File: src/hw/phold_pkg.sv
package phold_pkg;

   // core array
   localparam int NUM_CORE   = 4;
   localparam int NB_CORE_ID = 2;

   // logical processes
   localparam int NUM_LP   = 8;
   localparam int NB_LP_ID = 3;

   localparam int TIME_WID = 16;

   // room for every LP event plus one held per core
   localparam int QUEUE_DEPTH = 16;
   localparam int NB_QCOUNT   = 5;

   // random source and the fields cut from it
   localparam int NB_RAND = 24;
   localparam int NB_INC  = 3;   // increment is field + 1
   localparam int NB_WORK = 3;   // work cycles are field + 1

   typedef logic [TIME_WID-1:0]   sim_time_t;
   typedef logic [NB_LP_ID-1:0]   lp_id_t;
   typedef logic [NB_CORE_ID-1:0] core_id_t;
   typedef logic [NB_RAND-1:0]    rand_t;

   typedef enum logic [1:0] {
      st_idle,
      st_init,       // loading one event per LP
      st_running,
      st_finished    // done held until reset
   } run_state_t;

   typedef enum logic [1:0] {
      cs_idle,
      cs_work,
      cs_spawn
   } core_state_t;

endpackage
File: src/hw/phold_engine.sv
`timescale 1ns/1ps

module phold_engine (
   input  logic                 clk,
   input  logic                 rst_n,
   input  phold_pkg::sim_time_t end_time,
   input  phold_pkg::rand_t     seed,
   output phold_pkg::sim_time_t gvt,
   output logic                 done,
   output logic                 disp_vld,
   output phold_pkg::core_id_t  disp_core,
   output phold_pkg::lp_id_t    disp_lp,
   output phold_pkg::sim_time_t disp_time,
   output logic                 spawn_vld,
   output logic                 spawn_init,
   output phold_pkg::core_id_t  spawn_core,
   output phold_pkg::lp_id_t    spawn_lp,
   output phold_pkg::sim_time_t spawn_time
);
   import phold_pkg::*;

   run_state_t state;
   lp_id_t     init_cnt;   // next LP to seed
   logic       q_busy;     // queue op last cycle

   logic                 init_enq, spawn_enq, enq, deq, q_full, q_empty;
   lp_id_t               head_lp, in_lp;
   sim_time_t            head_time, in_time;
   logic [NB_QCOUNT-1:0] q_count;
   rand_t                rnd;

   logic [NUM_CORE-1:0] core_ready, core_req, core_busy, core_start, core_ack;
   lp_id_t              core_lp        [NUM_CORE];
   sim_time_t           core_spawn_tm  [NUM_CORE];
   sim_time_t           core_time      [NUM_CORE];

   logic                disp_gnt_vld, spawn_gnt_vld;
   core_id_t            disp_gnt_id, spawn_gnt_id;
   logic [NUM_CORE-1:0] disp_gnt_oh, spawn_gnt_oh;

   always_ff @(posedge clk or negedge rst_n) begin
      if (!rst_n) begin
         state    <= st_idle;
         init_cnt <= '0;
      end else begin
         case (state)
            st_idle: state <= st_init;
            st_init: begin
               if (init_enq) begin
                  init_cnt <= init_cnt + 1'b1;
                  if (init_cnt == lp_id_t'(NUM_LP - 1))
                     state <= st_running;
               end
            end
            st_running: begin
               if (gvt > end_time)
                  state <= st_finished;
            end
            st_finished: state <= st_finished;   // held until reset
            default:     state <= st_idle;
         endcase
      end
   end

   always_ff @(posedge clk or negedge rst_n) begin
      if (!rst_n)
         q_busy <= 1'b0;
      else
         q_busy <= enq | deq;
   end

   // enqueue wins over dispatch, pending spawns drain after done
   assign q_full    = (q_count == NB_QCOUNT'(QUEUE_DEPTH));
   assign init_enq  = (state == st_init) && !q_busy && !q_full;
   assign spawn_enq = (state == st_running || state == st_finished)
                      && spawn_gnt_vld && !q_busy && !q_full;
   assign enq       = init_enq | spawn_enq;
   assign deq       = (state == st_running) && !q_empty && !q_busy && disp_gnt_vld && !enq;

   assign in_lp   = (state == st_init) ? init_cnt : core_lp[spawn_gnt_id];
   assign in_time = (state == st_init) ? '0 : core_spawn_tm[spawn_gnt_id];

   assign core_start = deq ? disp_gnt_oh : '0;
   assign core_ack   = spawn_enq ? spawn_gnt_oh : '0;

   // event log straight from the queue controls
   assign disp_vld   = deq;
   assign disp_core  = disp_gnt_id;
   assign disp_lp    = head_lp;
   assign disp_time  = head_time;
   assign spawn_vld  = enq;
   assign spawn_init = init_enq;
   assign spawn_core = (state == st_init) ? '0 : spawn_gnt_id;
   assign spawn_lp   = in_lp;
   assign spawn_time = in_time;
   assign done       = (state == st_finished);

   rr_arbiter i_disp_arb (
      .clk        (clk),
      .rst_n      (rst_n),
      .req        (core_ready),
      .used       (deq),
      .gnt_vld    (disp_gnt_vld),
      .gnt_id     (disp_gnt_id),
      .gnt_onehot (disp_gnt_oh)
   );

   rr_arbiter i_spawn_arb (
      .clk        (clk),
      .rst_n      (rst_n),
      .req        (core_req),
      .used       (spawn_enq),
      .gnt_vld    (spawn_gnt_vld),
      .gnt_id     (spawn_gnt_id),
      .gnt_onehot (spawn_gnt_oh)
   );

   event_queue i_queue (
      .clk       (clk),
      .rst_n     (rst_n),
      .enq       (enq),
      .deq       (deq),
      .in_lp     (in_lp),
      .in_time   (in_time),
      .head_lp   (head_lp),
      .head_time (head_time),
      .empty     (q_empty),
      .count     (q_count)
   );

   // fresh word for every dispatched event
   lfsr_prng i_prng (
      .clk   (clk),
      .rst_n (rst_n),
      .seed  (seed),
      .next  (deq),
      .rnd   (rnd)
   );

   for (genvar g = 0; g < NUM_CORE; g++) begin : gen_core
      phold_core i_core (
         .clk        (clk),
         .rst_n      (rst_n),
         .start      (core_start[g]),
         .start_lp   (head_lp),
         .start_time (head_time),
         .rnd        (rnd),
         .ready      (core_ready[g]),
         .spawn_req  (core_req[g]),
         .spawn_lp   (core_lp[g]),
         .spawn_time (core_spawn_tm[g]),
         .ack        (core_ack[g]),
         .busy       (core_busy[g]),
         .cur_time   (core_time[g])
      );
   end

   gvt_tracker i_gvt (
      .clk         (clk),
      .rst_n       (rst_n),
      .running     (state == st_running),
      .head_time   (head_time),
      .queue_empty (q_empty),
      .core_busy   (core_busy),
      .core_time   (core_time),
      .gvt         (gvt)
   );

endmodule

File: src/hw/gvt_tracker.sv
`timescale 1ns/1ps

module gvt_tracker (
   input  logic                           clk,
   input  logic                           rst_n,
   input  logic                           running,
   input  phold_pkg::sim_time_t           head_time,
   input  logic                           queue_empty,
   input  logic [phold_pkg::NUM_CORE-1:0] core_busy,
   input  phold_pkg::sim_time_t           core_time [phold_pkg::NUM_CORE],
   output phold_pkg::sim_time_t           gvt
);
   import phold_pkg::*;

   sim_time_t min_time;
   logic      min_vld;

   // earliest time over the queue head and all in-flight events
   always_comb begin
      min_vld  = !queue_empty;
      min_time = head_time;
      for (int i = 0; i < NUM_CORE; i++) begin
         if (core_busy[i] && (!min_vld || core_time[i] < min_time)) begin
            min_vld  = 1'b1;
            min_time = core_time[i];
         end
      end
   end

   always_ff @(posedge clk or negedge rst_n) begin
      if (!rst_n)
         gvt <= '0;
      else if (running && min_vld)
         gvt <= min_time;   // no event can appear below this
   end

endmodule

File: src/hw/phold_core.sv
`timescale 1ns/1ps

module phold_core (
   input  logic                 clk,
   input  logic                 rst_n,
   input  logic                 start,
   input  phold_pkg::lp_id_t    start_lp,
   input  phold_pkg::sim_time_t start_time,
   input  phold_pkg::rand_t     rnd,
   output logic                 ready,
   output logic                 spawn_req,
   output phold_pkg::lp_id_t    spawn_lp,
   output phold_pkg::sim_time_t spawn_time,
   input  logic                 ack,
   output logic                 busy,
   output phold_pkg::sim_time_t cur_time
);
   import phold_pkg::*;

   core_state_t        state;
   logic [NB_WORK-1:0] work_cnt;   // cycles left in cs_work, minus one
   lp_id_t             ev_lp;
   sim_time_t          ev_time;
   logic [NB_INC-1:0]  inc;
   logic               work_done;

   assign inc       = rnd[NB_WORK +: NB_INC];
   assign work_done = (state == cs_work) && (work_cnt == '0);

   always_ff @(posedge clk or negedge rst_n) begin
      if (!rst_n) begin
         state    <= cs_idle;
         work_cnt <= '0;
      end else begin
         case (state)
            cs_idle: begin
               if (start) begin
                  state    <= cs_work;
                  work_cnt <= rnd[NB_WORK-1:0];
               end
            end
            cs_work: begin
               if (work_cnt == '0)
                  state <= cs_spawn;
               else
                  work_cnt <= work_cnt - 1'b1;
            end
            cs_spawn: begin
               if (ack)
                  state <= cs_idle;   // successor taken by the queue
            end
            default: state <= cs_idle;
         endcase
      end
   end

   // event payload
   always_ff @(posedge clk) begin
      if (state == cs_idle && start) begin
         ev_lp   <= start_lp;
         ev_time <= start_time;
      end
      if (work_done) begin
         // random hop away from the owning LP, still uniform over all LPs
         spawn_lp   <= ev_lp + rnd[NB_RAND-1 -: NB_LP_ID];
         spawn_time <= ev_time + sim_time_t'(inc) + sim_time_t'(1);
      end
   end

   assign ready     = (state == cs_idle);
   assign spawn_req = (state == cs_spawn);
   assign busy      = (state != cs_idle);   // held event still counts for gvt
   assign cur_time  = ev_time;

endmodule

File: src/hw/lfsr_prng.sv
`timescale 1ns/1ps

module lfsr_prng (
   input  logic              clk,
   input  logic              rst_n,
   input  phold_pkg::rand_t  seed,
   input  logic              next,
   output phold_pkg::rand_t  rnd
);
   import phold_pkg::*;

   // galois form of x^24 + x^23 + x^22 + x^17 + 1
   localparam rand_t TAPS = 24'hE1_0000;

   logic loaded;   // seed taken on the first edge out of reset

   always_ff @(posedge clk or negedge rst_n) begin
      if (!rst_n) begin
         loaded <= 1'b0;
         rnd    <= rand_t'(1);
      end else if (!loaded) begin
         loaded <= 1'b1;
         rnd    <= (seed == '0) ? rand_t'(1) : seed;   // all-zero state would lock up
      end else if (next) begin
         rnd <= (rnd >> 1) ^ (rnd[0] ? TAPS : '0);
      end
   end

endmodule

File: src/hw/event_queue.sv
`timescale 1ns/1ps

module event_queue (
   input  logic                            clk,
   input  logic                            rst_n,
   input  logic                            enq,
   input  logic                            deq,
   input  phold_pkg::lp_id_t               in_lp,
   input  phold_pkg::sim_time_t            in_time,
   output phold_pkg::lp_id_t               head_lp,
   output phold_pkg::sim_time_t            head_time,
   output logic                            empty,
   output logic [phold_pkg::NB_QCOUNT-1:0] count
);
   import phold_pkg::*;

   lp_id_t    q_lp   [QUEUE_DEPTH];
   sim_time_t q_time [QUEUE_DEPTH];

   logic [QUEUE_DEPTH-1:0] stay;       // entry not later than the new one
   logic [QUEUE_DEPTH-1:0] prev_stay;
   logic [QUEUE_DEPTH-1:0] ins_at;
   logic [QUEUE_DEPTH-1:0] shift_up;

   // sorted array, so stay is a thermometer from slot 0
   always_comb begin
      for (int i = 0; i < QUEUE_DEPTH; i++)
         stay[i] = (i < count) && (q_time[i] <= in_time);
   end

   assign prev_stay = {stay[QUEUE_DEPTH-2:0], 1'b1};
   assign ins_at    = ~stay & prev_stay;   // first later slot, behind equal times
   assign shift_up  = ~prev_stay;

   always_ff @(posedge clk) begin
      if (enq) begin
         for (int i = 0; i < QUEUE_DEPTH; i++) begin
            if (ins_at[i]) begin
               q_lp[i]   <= in_lp;
               q_time[i] <= in_time;
            end
         end
         for (int i = 1; i < QUEUE_DEPTH; i++) begin
            if (shift_up[i]) begin
               q_lp[i]   <= q_lp[i-1];
               q_time[i] <= q_time[i-1];
            end
         end
      end else if (deq) begin
         // pop the head, everything moves down one slot
         for (int i = 0; i < QUEUE_DEPTH - 1; i++) begin
            q_lp[i]   <= q_lp[i+1];
            q_time[i] <= q_time[i+1];
         end
      end
   end

   always_ff @(posedge clk or negedge rst_n) begin
      if (!rst_n) begin
         count <= '0;
      end else if (enq) begin
         if (count != NB_QCOUNT'(QUEUE_DEPTH))
            count <= count + 1'b1;
      end else if (deq && !empty) begin
         count <= count - 1'b1;
      end
   end

   assign head_lp   = q_lp[0];
   assign head_time = q_time[0];
   assign empty     = (count == '0);

endmodule

File: src/hw/rr_arbiter.sv
`timescale 1ns/1ps

module rr_arbiter (
   input  logic                           clk,
   input  logic                           rst_n,
   input  logic [phold_pkg::NUM_CORE-1:0] req,
   input  logic                           used,
   output logic                           gnt_vld,
   output phold_pkg::core_id_t            gnt_id,
   output logic [phold_pkg::NUM_CORE-1:0] gnt_onehot
);
   import phold_pkg::*;

   core_id_t            ptr;       // highest priority requester
   core_id_t            next_ptr;
   core_id_t            search;
   core_id_t            idx;
   logic [NUM_CORE-1:0] req_eff;
   logic                pick_vld;
   core_id_t            pick_id;
   logic                hold;

   assign next_ptr = core_id_t'(gnt_id + 1'b1);
   assign hold     = gnt_vld && req[gnt_id] && !used;

   // index wraps by width, NUM_CORE is a power of two
   always_comb begin
      req_eff  = used ? (req & ~gnt_onehot) : req;   // winner just served
      search   = used ? next_ptr : ptr;
      pick_vld = 1'b0;
      pick_id  = search;
      idx      = search;
      for (int i = NUM_CORE - 1; i >= 0; i--) begin
         idx = core_id_t'(search + i);
         if (req_eff[idx]) begin
            pick_vld = 1'b1;
            pick_id  = idx;
         end
      end
   end

   always_ff @(posedge clk or negedge rst_n) begin
      if (!rst_n) begin
         ptr        <= '0;
         gnt_vld    <= 1'b0;
         gnt_id     <= '0;
         gnt_onehot <= '0;
      end else begin
         if (used)
            ptr <= next_ptr;   // rotate past the served core
         if (!hold) begin
            gnt_vld    <= pick_vld;
            gnt_id     <= pick_id;
            gnt_onehot <= pick_vld ? (NUM_CORE'(1) << pick_id) : '0;
         end
      end
   end

endmodule

File: config.mk
export PLATFORM = sky130hd
export DESIGN_NAME = phold_engine
export DESIGN_NICKNAME = d
export VERILOG_FILES = /design/src/hw/phold_pkg.sv /design/src/hw/phold_engine.sv /design/src/hw/gvt_tracker.sv /design/src/hw/phold_core.sv /design/src/hw/lfsr_prng.sv /design/src/hw/event_queue.sv /design/src/hw/rr_arbiter.sv
export SDC_FILE = /design/constraint.sdc
export NUM_CORES = 2
export LEC_CHECK = 0
export BUFFER_PORTS_ARGS = -buffer_cell sky130_fd_sc_hd__buf_2
export CAP_MARGIN = 20
export CELL_PAD_IN_SITES_DETAIL_PLACEMENT = 0
export CELL_PAD_IN_SITES_GLOBAL_PLACEMENT = 1
export CORE_MARGIN = 2
export CORE_UTILIZATION = 40
export CTS_BUF_LIST = sky130_fd_sc_hd__clkbuf_2 sky130_fd_sc_hd__clkbuf_4 sky130_fd_sc_hd__clkbuf_8
export DETAILED_ROUTE_END_ITERATION = 8
export GPL_ROUTABILITY_DRIVEN = 0
export PLACE_DENSITY = 0.66
export SLEW_MARGIN = 5
export SYNTH_ARGS = -nofsm -noshare
export SYNTH_HDL_FRONTEND = slang
export SYNTH_SLANG_ARGS = --single-unit
File: constraint.sdc
create_clock -name clk -period 9.45 [get_ports clk]
set_input_delay 0.4725 -clock clk [delete_from_list [all_inputs] [get_ports clk]]
set_output_delay 0.4725 -clock clk [all_outputs]
set_load 0.05 [all_outputs]
* Word level (Yosys, flattened, before mapping)
Memories as Yosys holds them, arrays and structs flattened. Cells that the tools add are included.
Word-level totals: bits in registers 242, memory bits (writable) 304, bits of input ports 42, output and inout bits 62, word-level logic and storage cells 568, memories 2
Memories:
- i_queue.q_time | words 16, bits a word 16, rd ports 16, clocked after memory_dff 0, wr ports 16, RTL line event_queue.sv:18 | sim_time_t q_time [QUEUE_DEPTH];
- i_queue.q_lp | words 16, bits a word 3, rd ports 16, clocked after memory_dff 0, wr ports 16, RTL line event_queue.sv:17 | lp_id_t q_lp [QUEUE_DEPTH];
Cells by class: add/subtract/negate cells 27, order comparisons 48, eq/ne operators 35, shift-type cells 2, mux-type cells 256, bitwise logic cells 71, reduce and logical (&&, ||, !) cells 88
Operators with widths (count):
- 16-bit two-way mux | 37
- 16-bit <= comparator | 16
- 3-bit two-way mux | 41
- 1-bit two-way mux | 118
- 24-bit two-way mux | 4
- 16-bit by 1-bit adder with 16-bit output (second input constant) | 4
- 16-bit by 3-bit adder with 16-bit output | 4
- 16-bit less-than comparator | 4
- 1-bit OR | 62
- 2-bit two-way mux | 26
- 1-bit logical AND | 43
- 4-bit by 5-bit less-than comparator with 1-bit output (first input constant) | 8
- 2-bit != test (second input constant) | 20
- 16-bit binary-select mux with 2-bit select | 1
- 16-bit NOT | 2
- 2-bit by 3-bit less-than comparator with 1-bit output (second input constant) | 10
- 3-bit AND reduction | 9
- 24-bit zero test | 1
- 4-bit two-way mux | 6
- 2-bit case mux with 3 select lines | 4
- 3-bit case mux with 2 select lines | 4
- 23-bit by 24-bit bitwise XOR with 24-bit output | 1
- 1-bit binary-select mux with 2-bit select | 10
- 3-bit by 5-bit less-than comparator with 1-bit output (first input constant) | 4
- other kinds (32) | 88

* Depth between registers and ports, before layout
word-level depth 18, gate-level depth with buffers 45, depth with buffers taken out 39

* By module
Synthesis repeated with hierarchy kept, for this count alone.
Second synthesis, totals: cell total of the unflattened synthesis 3298, area total of the unflattened synthesis 36198.5 µm²
By module, submodules not included:
- event_queue | instances 1, cells an instance 2033, area each 21887.2 µm², seq. area each 9253.9 µm²
- phold_core | instances 4, cells an instance 122, area each 1829.3 µm², seq. area each 1266.2 µm²
- gvt_tracker | instances 1, cells an instance 378, area each 3065.4 µm², seq. area each 400.4 µm²
- phold_engine | instances 1, cells an instance 141, area each 1382.6 µm², seq. area each 150.1 µm²
- lfsr_prng | instances 1, cells an instance 119, area each 1253.7 µm², seq. area each 626.9 µm²
- rr_arbiter at i_disp_arb | instances 1, cells an instance 72, area each 650.6 µm², seq. area each 225.2 µm²
- rr_arbiter at i_spawn_arb | instances 1, cells an instance 67, area each 641.9 µm², seq. area each 225.2 µm²

* Least setup slack after synthesis
OpenSTA, ideal clock, no wires.
path kind register -> register, start point memory i_queue.q_time[0][11] in the netlist's numbering, end point register i_gvt.gvt[5], library setup time 0.096 ns, data arrival time 7.967 ns, data required time 9.354 ns, slack 1.387 ns, cell stages (with the launch flop) 44, buffers on the path 5, period minus slack after synthesis 8.063 ns, cell sequence edfxtp_1 inv_1 ha_1 nand4_1 a211oi_1 a32oi_1 a31oi_1 buf_6 buf_1 mux2i_1 ha_1 o21ai_0 a21oi_1 a221oi_1 nand2_1 nor3_1 nand2_1 and3_1 [... 8 more ...] a21o_1 a221o_1 a21oi_1 nand3_1 o21ai_4 mux2i_1 ha_1 a21o_1 a21o_1 a21oi_1 o21ai_0 nand4_1 nand2_1 a21oi_1 a41oi_2 clkbuf_1 and2_1 o31ai_1
RTL lines:
- from (decl) | RTL line event_queue.sv:18
- to (signal assigned) | RTL line gvt_tracker.sv:34 | gvt <= min_time;
- to (decl) | RTL line gvt_tracker.sv:11 | output phold_pkg::sim_time_t gvt

* Worst setup path after layout
start point register gen_core[0].i_core.ev_time[13], end point register i_gvt.gvt[9]
On the way: longest elaborated chain between the ends 17, elaborated cells between the ends (all ways) 24, those cells by class order compare (4); mux (8); reduce/logical (12)
Ends and longest elaborated chain:
- from (decl) | RTL line phold_core.sv:23 | sim_time_t ev_time;
- from (signal assigned) | RTL line phold_core.sv:61 | ev_time <= start_time;
- 16-bit less-than comparator | RTL line gvt_tracker.sv:23 | if (core_busy[i] && (!min_vld || core_time[i] < min_time)) begin
- 1-bit logical OR | RTL line gvt_tracker.sv:23
- 1-bit logical AND | RTL line gvt_tracker.sv:23
- 16-bit two-way mux / 1-bit two-way mux (equally long branches) | RTL line gvt_tracker.sv:23
- 16-bit less-than comparator / 1-bit zero test (equally long branches) | RTL line gvt_tracker.sv:23
- 1-bit logical OR | RTL line gvt_tracker.sv:23
- 1-bit logical AND | RTL line gvt_tracker.sv:23
- 16-bit two-way mux / 1-bit two-way mux (equally long branches) | RTL line gvt_tracker.sv:23
- 16-bit less-than comparator / 1-bit zero test (equally long branches) | RTL line gvt_tracker.sv:23
- 1-bit logical OR | RTL line gvt_tracker.sv:23
- 1-bit logical AND | RTL line gvt_tracker.sv:23
- 16-bit two-way mux / 1-bit two-way mux (equally long branches) | RTL line gvt_tracker.sv:23
- 16-bit less-than comparator / 1-bit zero test (equally long branches) | RTL line gvt_tracker.sv:23
- 1-bit logical OR | RTL line gvt_tracker.sv:23
- 1-bit logical AND | RTL line gvt_tracker.sv:23
- 1-bit two-way mux | RTL line gvt_tracker.sv:23
- 1-bit logical AND | RTL line gvt_tracker.sv:33 | else if (running && min_vld)
Parallel ways exist; a longest one is shown, timed or not. A chain may end at the register's enable or synchronous reset.

==> out/summary.txt <==
====================================================================================
Run status                                                              finished clean
Post-detailed-route DRC marker count                                               0
Number of hold violations in the final report                                      0
Nets in the synthesized netlist                                                 3746
IO Count                                                                         104
Via count of the first global-routing pass                                     27.5k
Kind of capture point of the worst setup path                               register
Max-cap check violation count                                                      0
Crit path time final                                                         8.84 ns
Count of H-tree levels built during CTS                                            3
Max Fclk                                                                   0.113 GHz
Cell area after layout                                                   39600 sq um
Fraction of the cycle the final worst path needs                               93.6%
R2r setup slk                                                                0.61 ns
Antenna violations before repair                                                   2
Signal arrival time at the worst endpoint                                    9.49 ns
Input/output buffers                                                             103
Initial core utilization                                                       40.2%
Drt first pass iters                                                               5
Min-Delay Path Class                                                    input pin to register
Final Max Tran Viols                                                               0
Cell Count, Final, Fillers Out                                                  4719
CP dominant cell by count                                                     a21o_1
Top library cells by usage in the layout, fill and taps aside           edfxtp_1 (456), ha_1 (360), nand2_1 (289)
Top area cells in the synthesized netlist                               edfxtp_1 (39%), ha_1 (13%), mux2i_1 (6.5%)
Worst-path maximum fanout                                                         31
Post-DR vias/cell                                                               5.77
Area of the mapped netlist                                               35400 sq um
Height of the chip                                                       301 microns
Leading cell type in the layout, fill and taps excluded                     edfxtp_1
Synth warn                                                                         0
Worst-path clk slew                                                          0.06 ns
RSZ-0062 raised after global routing                                           false
Post-Route Setup TNS                                                            0 ns
Layout overhead on the synthesized area                                        12.0%
Hold_ws                                                                    0.0834 ns
Worst Max-Slew Pin Slew                                                      1.11 ns
Seq cells post-synth                                                             546
CORE AREA                                                                88000 sq um
DPL Wire Length                                                         82000 microns
Fin util                                                                       45.1%
Required time of the critical path                                          10.09 ns
Distinct cell type count of the synthesized netlist                               81
Residual overflow from global routing                                              0
Peak VDD IR                                                                 0.200 mV
Floorplan row count                                                              109
Clock Skews                                                                0.0386 ns
Number of nets at the end of the flow                                           3887
Static leakage                                                               16.4 nW
Detailed router's first-iteration violation count                               2001
Instance area after placement                                            37300 sq um
Number of enable flip-flop cells after synthesis                                 456
Met2 Wirelength                                                         55500 microns
Global-route wire length before repair                                  167000 microns
Horiz. Die Dim                                                           301 microns
Maximum root-to-sink buffer count                                                  3
Portion of the post-synthesis area used by sequential elements                 45.1%
Aggregate global-route resource usage                                          24.1%
Total clock sinks                                                                546
Die ar.                                                                  90900 sq um
Worst Setup Start Kind                                                      register
Uppermost layer routed                                                          met4
TritonCTS Buffers                                                                104
Worst path slowest cell                                                    a2111oi_0
Count of endpoints failing setup in the final report                               0
CTS Root Cell                                                               clkbuf_8
Library cell occupying the most area in the post-synthesis netlist          edfxtp_1
Count of nets left with antenna violations after detail routing                    0
Fraction of layout instances using a drive strength above 1                    13.4%
Routed length on met3                                                   4810 microns
CP top delay family                                                     compound AO/OA/AOI/OAI gates
Primary FF master, synth                                                    edfxtp_1
Relative slew slack                                                            25.9%
Worst path buffer plus inverter count                                              4
Gate Count Post-Synth                                                           3336
Sum of routed wire length over all layers                               110000 microns
Largest net degree at the start of global routing                                132
Placed cell count                                                               4506
Area share of the largest cell type after synthesis                            38.7%
Insertion delay of the later-clocked pin in the worst-skew pair              0.75 ns
CTS tree                                                                        done
Wire length the detailed router placed on met1                          46100 microns
Power density normalized to cell area                                    394 nW/um^2
Proportion of synthesized flip-flops having asynchronous set or reset          16.5%
Critical path class                                                     register to register
Routed vias                                                                    27.2k
Post-detailed-route wirelength per cell                                 23.4 microns
Slowest Stage Delay on Critical Path                                         0.64 ns
Synthesized area per cell                                                 10.6 sq um
====================================================================================
-- kinds of logic after synthesis --
kind of cell    synth area share (%)
simple gates                    11.5
compound gates                  16.0
flops                           45.1
fa+ha+maj                       13.2
buf+inv                         4.24
mux                             8.17
xor+xnor                        1.83
other cells                   0.0106
-- layout make-up --
type,count,area [sq um]
Inverter,177,672
Antenna cell,2,5.00
Clock inverter,45,277
Sequential cell,546,15900
Fill cell,8248,48300
Multi-Input combinational cell,2425,18100
Timing Repair Buffer,223,1510
Clock buffer,136,1700
Tap cell,1165,1460
-- power breakdown --
part           total, mW  internal [mW]  switching [mW]
Sequential          4.80           4.04           0.756
Clock               2.31           1.23            1.09
Combinational       8.52           3.14            5.38
-- final timing paths --
| kind | from | end | depth (start not counted) |
|---|---|---|---|
| setup / recovery | gen_core[0].i_core.cur_time[13] | i_gvt.gvt[9] | 37 |
| hold / removal | seed[0] | i_prng.rnd[0] | 3 |
| setup reg to reg | gen_core[0].i_core.cur_time[13] | i_gvt.gvt[9] | 37 |
| hold reg to reg | i_gvt.gvt[1] | i_gvt.gvt[1] | 2 |
| max in group asynchronous | rst_n | i_prng.rnd[0] | 4 |
| min in group asynchronous | rst_n | i_gvt.gvt[10] | 2 |
-- worst register-to-register path: cells and delay by family (launching register included) --
kind                     cells  cell delay (ns)
adder cells (fa/ha/maj)      4             1.25
flip-flops                   1             0.44
buffers and inverters        4             0.77
multiplexers                 4             1.00
AO/OA/AOI/OAI               18             4.00
AND/OR/NAND/NOR              7             1.29
-- repair_timing --
item / CTS / global route
hold buffers: 24 / 0
hold endpoints to repair: 41 / 0
endpoints found under the setup margin: 0 / 16
resized for setup: 0 / 2
buffers inserted: 0 / 3
-- per-stage QoR --
| step | power, mW | setup slack [ns] |
|---|---|---|
| floorplan | 10.4 | 1.39 |
| global placement | 13.0 | 0.671 |
| detailed placement | 13.3 | 0.403 |
| CTS | 15.7 | 0.376 |
| global route | 16.8 | 0.00371 |
| finish | 15.6 | 0.608 |
-- Yosys cell counts (all sizes together) (4+ instances only) --
master	number
a2111oi	5
a211oi	41
a21boi	4
a21o	95
a21oi	201
a221o	20
a221oi	6
a22oi	25
a31oi	43
and2	38
and3	8
and4	7
buf	66
clkbuf	122
dfrtp	89
edfxtp	456
fa	8
ha	360
inv	176
mux2	43
mux2i	229
mux4	5
nand2	290
nand2b	32
nand3	105
nand4	75
nor2	198
nor2b	36
nor3	33
nor4	13
o211ai	61
o21a	75
o21ai	150
o221a	18
o221ai	21
o22ai	23
o311ai	11
o31ai	20
or2	9
or3	6
xnor2	52
xor2	22
-- sequential cells by signal, indices dropped and copies added (netlist names), 3 cells and up --
register,flops
i_queue.q_time,256
gen_core.i_core.cur_time,64
gen_core.i_core.spawn_time,64
i_queue.q_lp,48
i_prng.rnd,24
i_gvt.gvt,16
gen_core.i_core.ev_lp,12
gen_core.i_core.spawn_lp,12
gen_core.i_core.work_cnt,12
gen_core.i_core.state,8
i_queue.count,5
i_disp_arb.gnt_onehot,4
i_spawn_arb.gnt_onehot,4
init_cnt,3
-- metal layers --
layer	track usage, %	vias up
met5	0	-
met4	8.71	0
met3	2.79	207
met2	42.8	729
met1	30.0	13454
li1	-	12840
No activity file was read; power rests on OpenSTA's default activity.
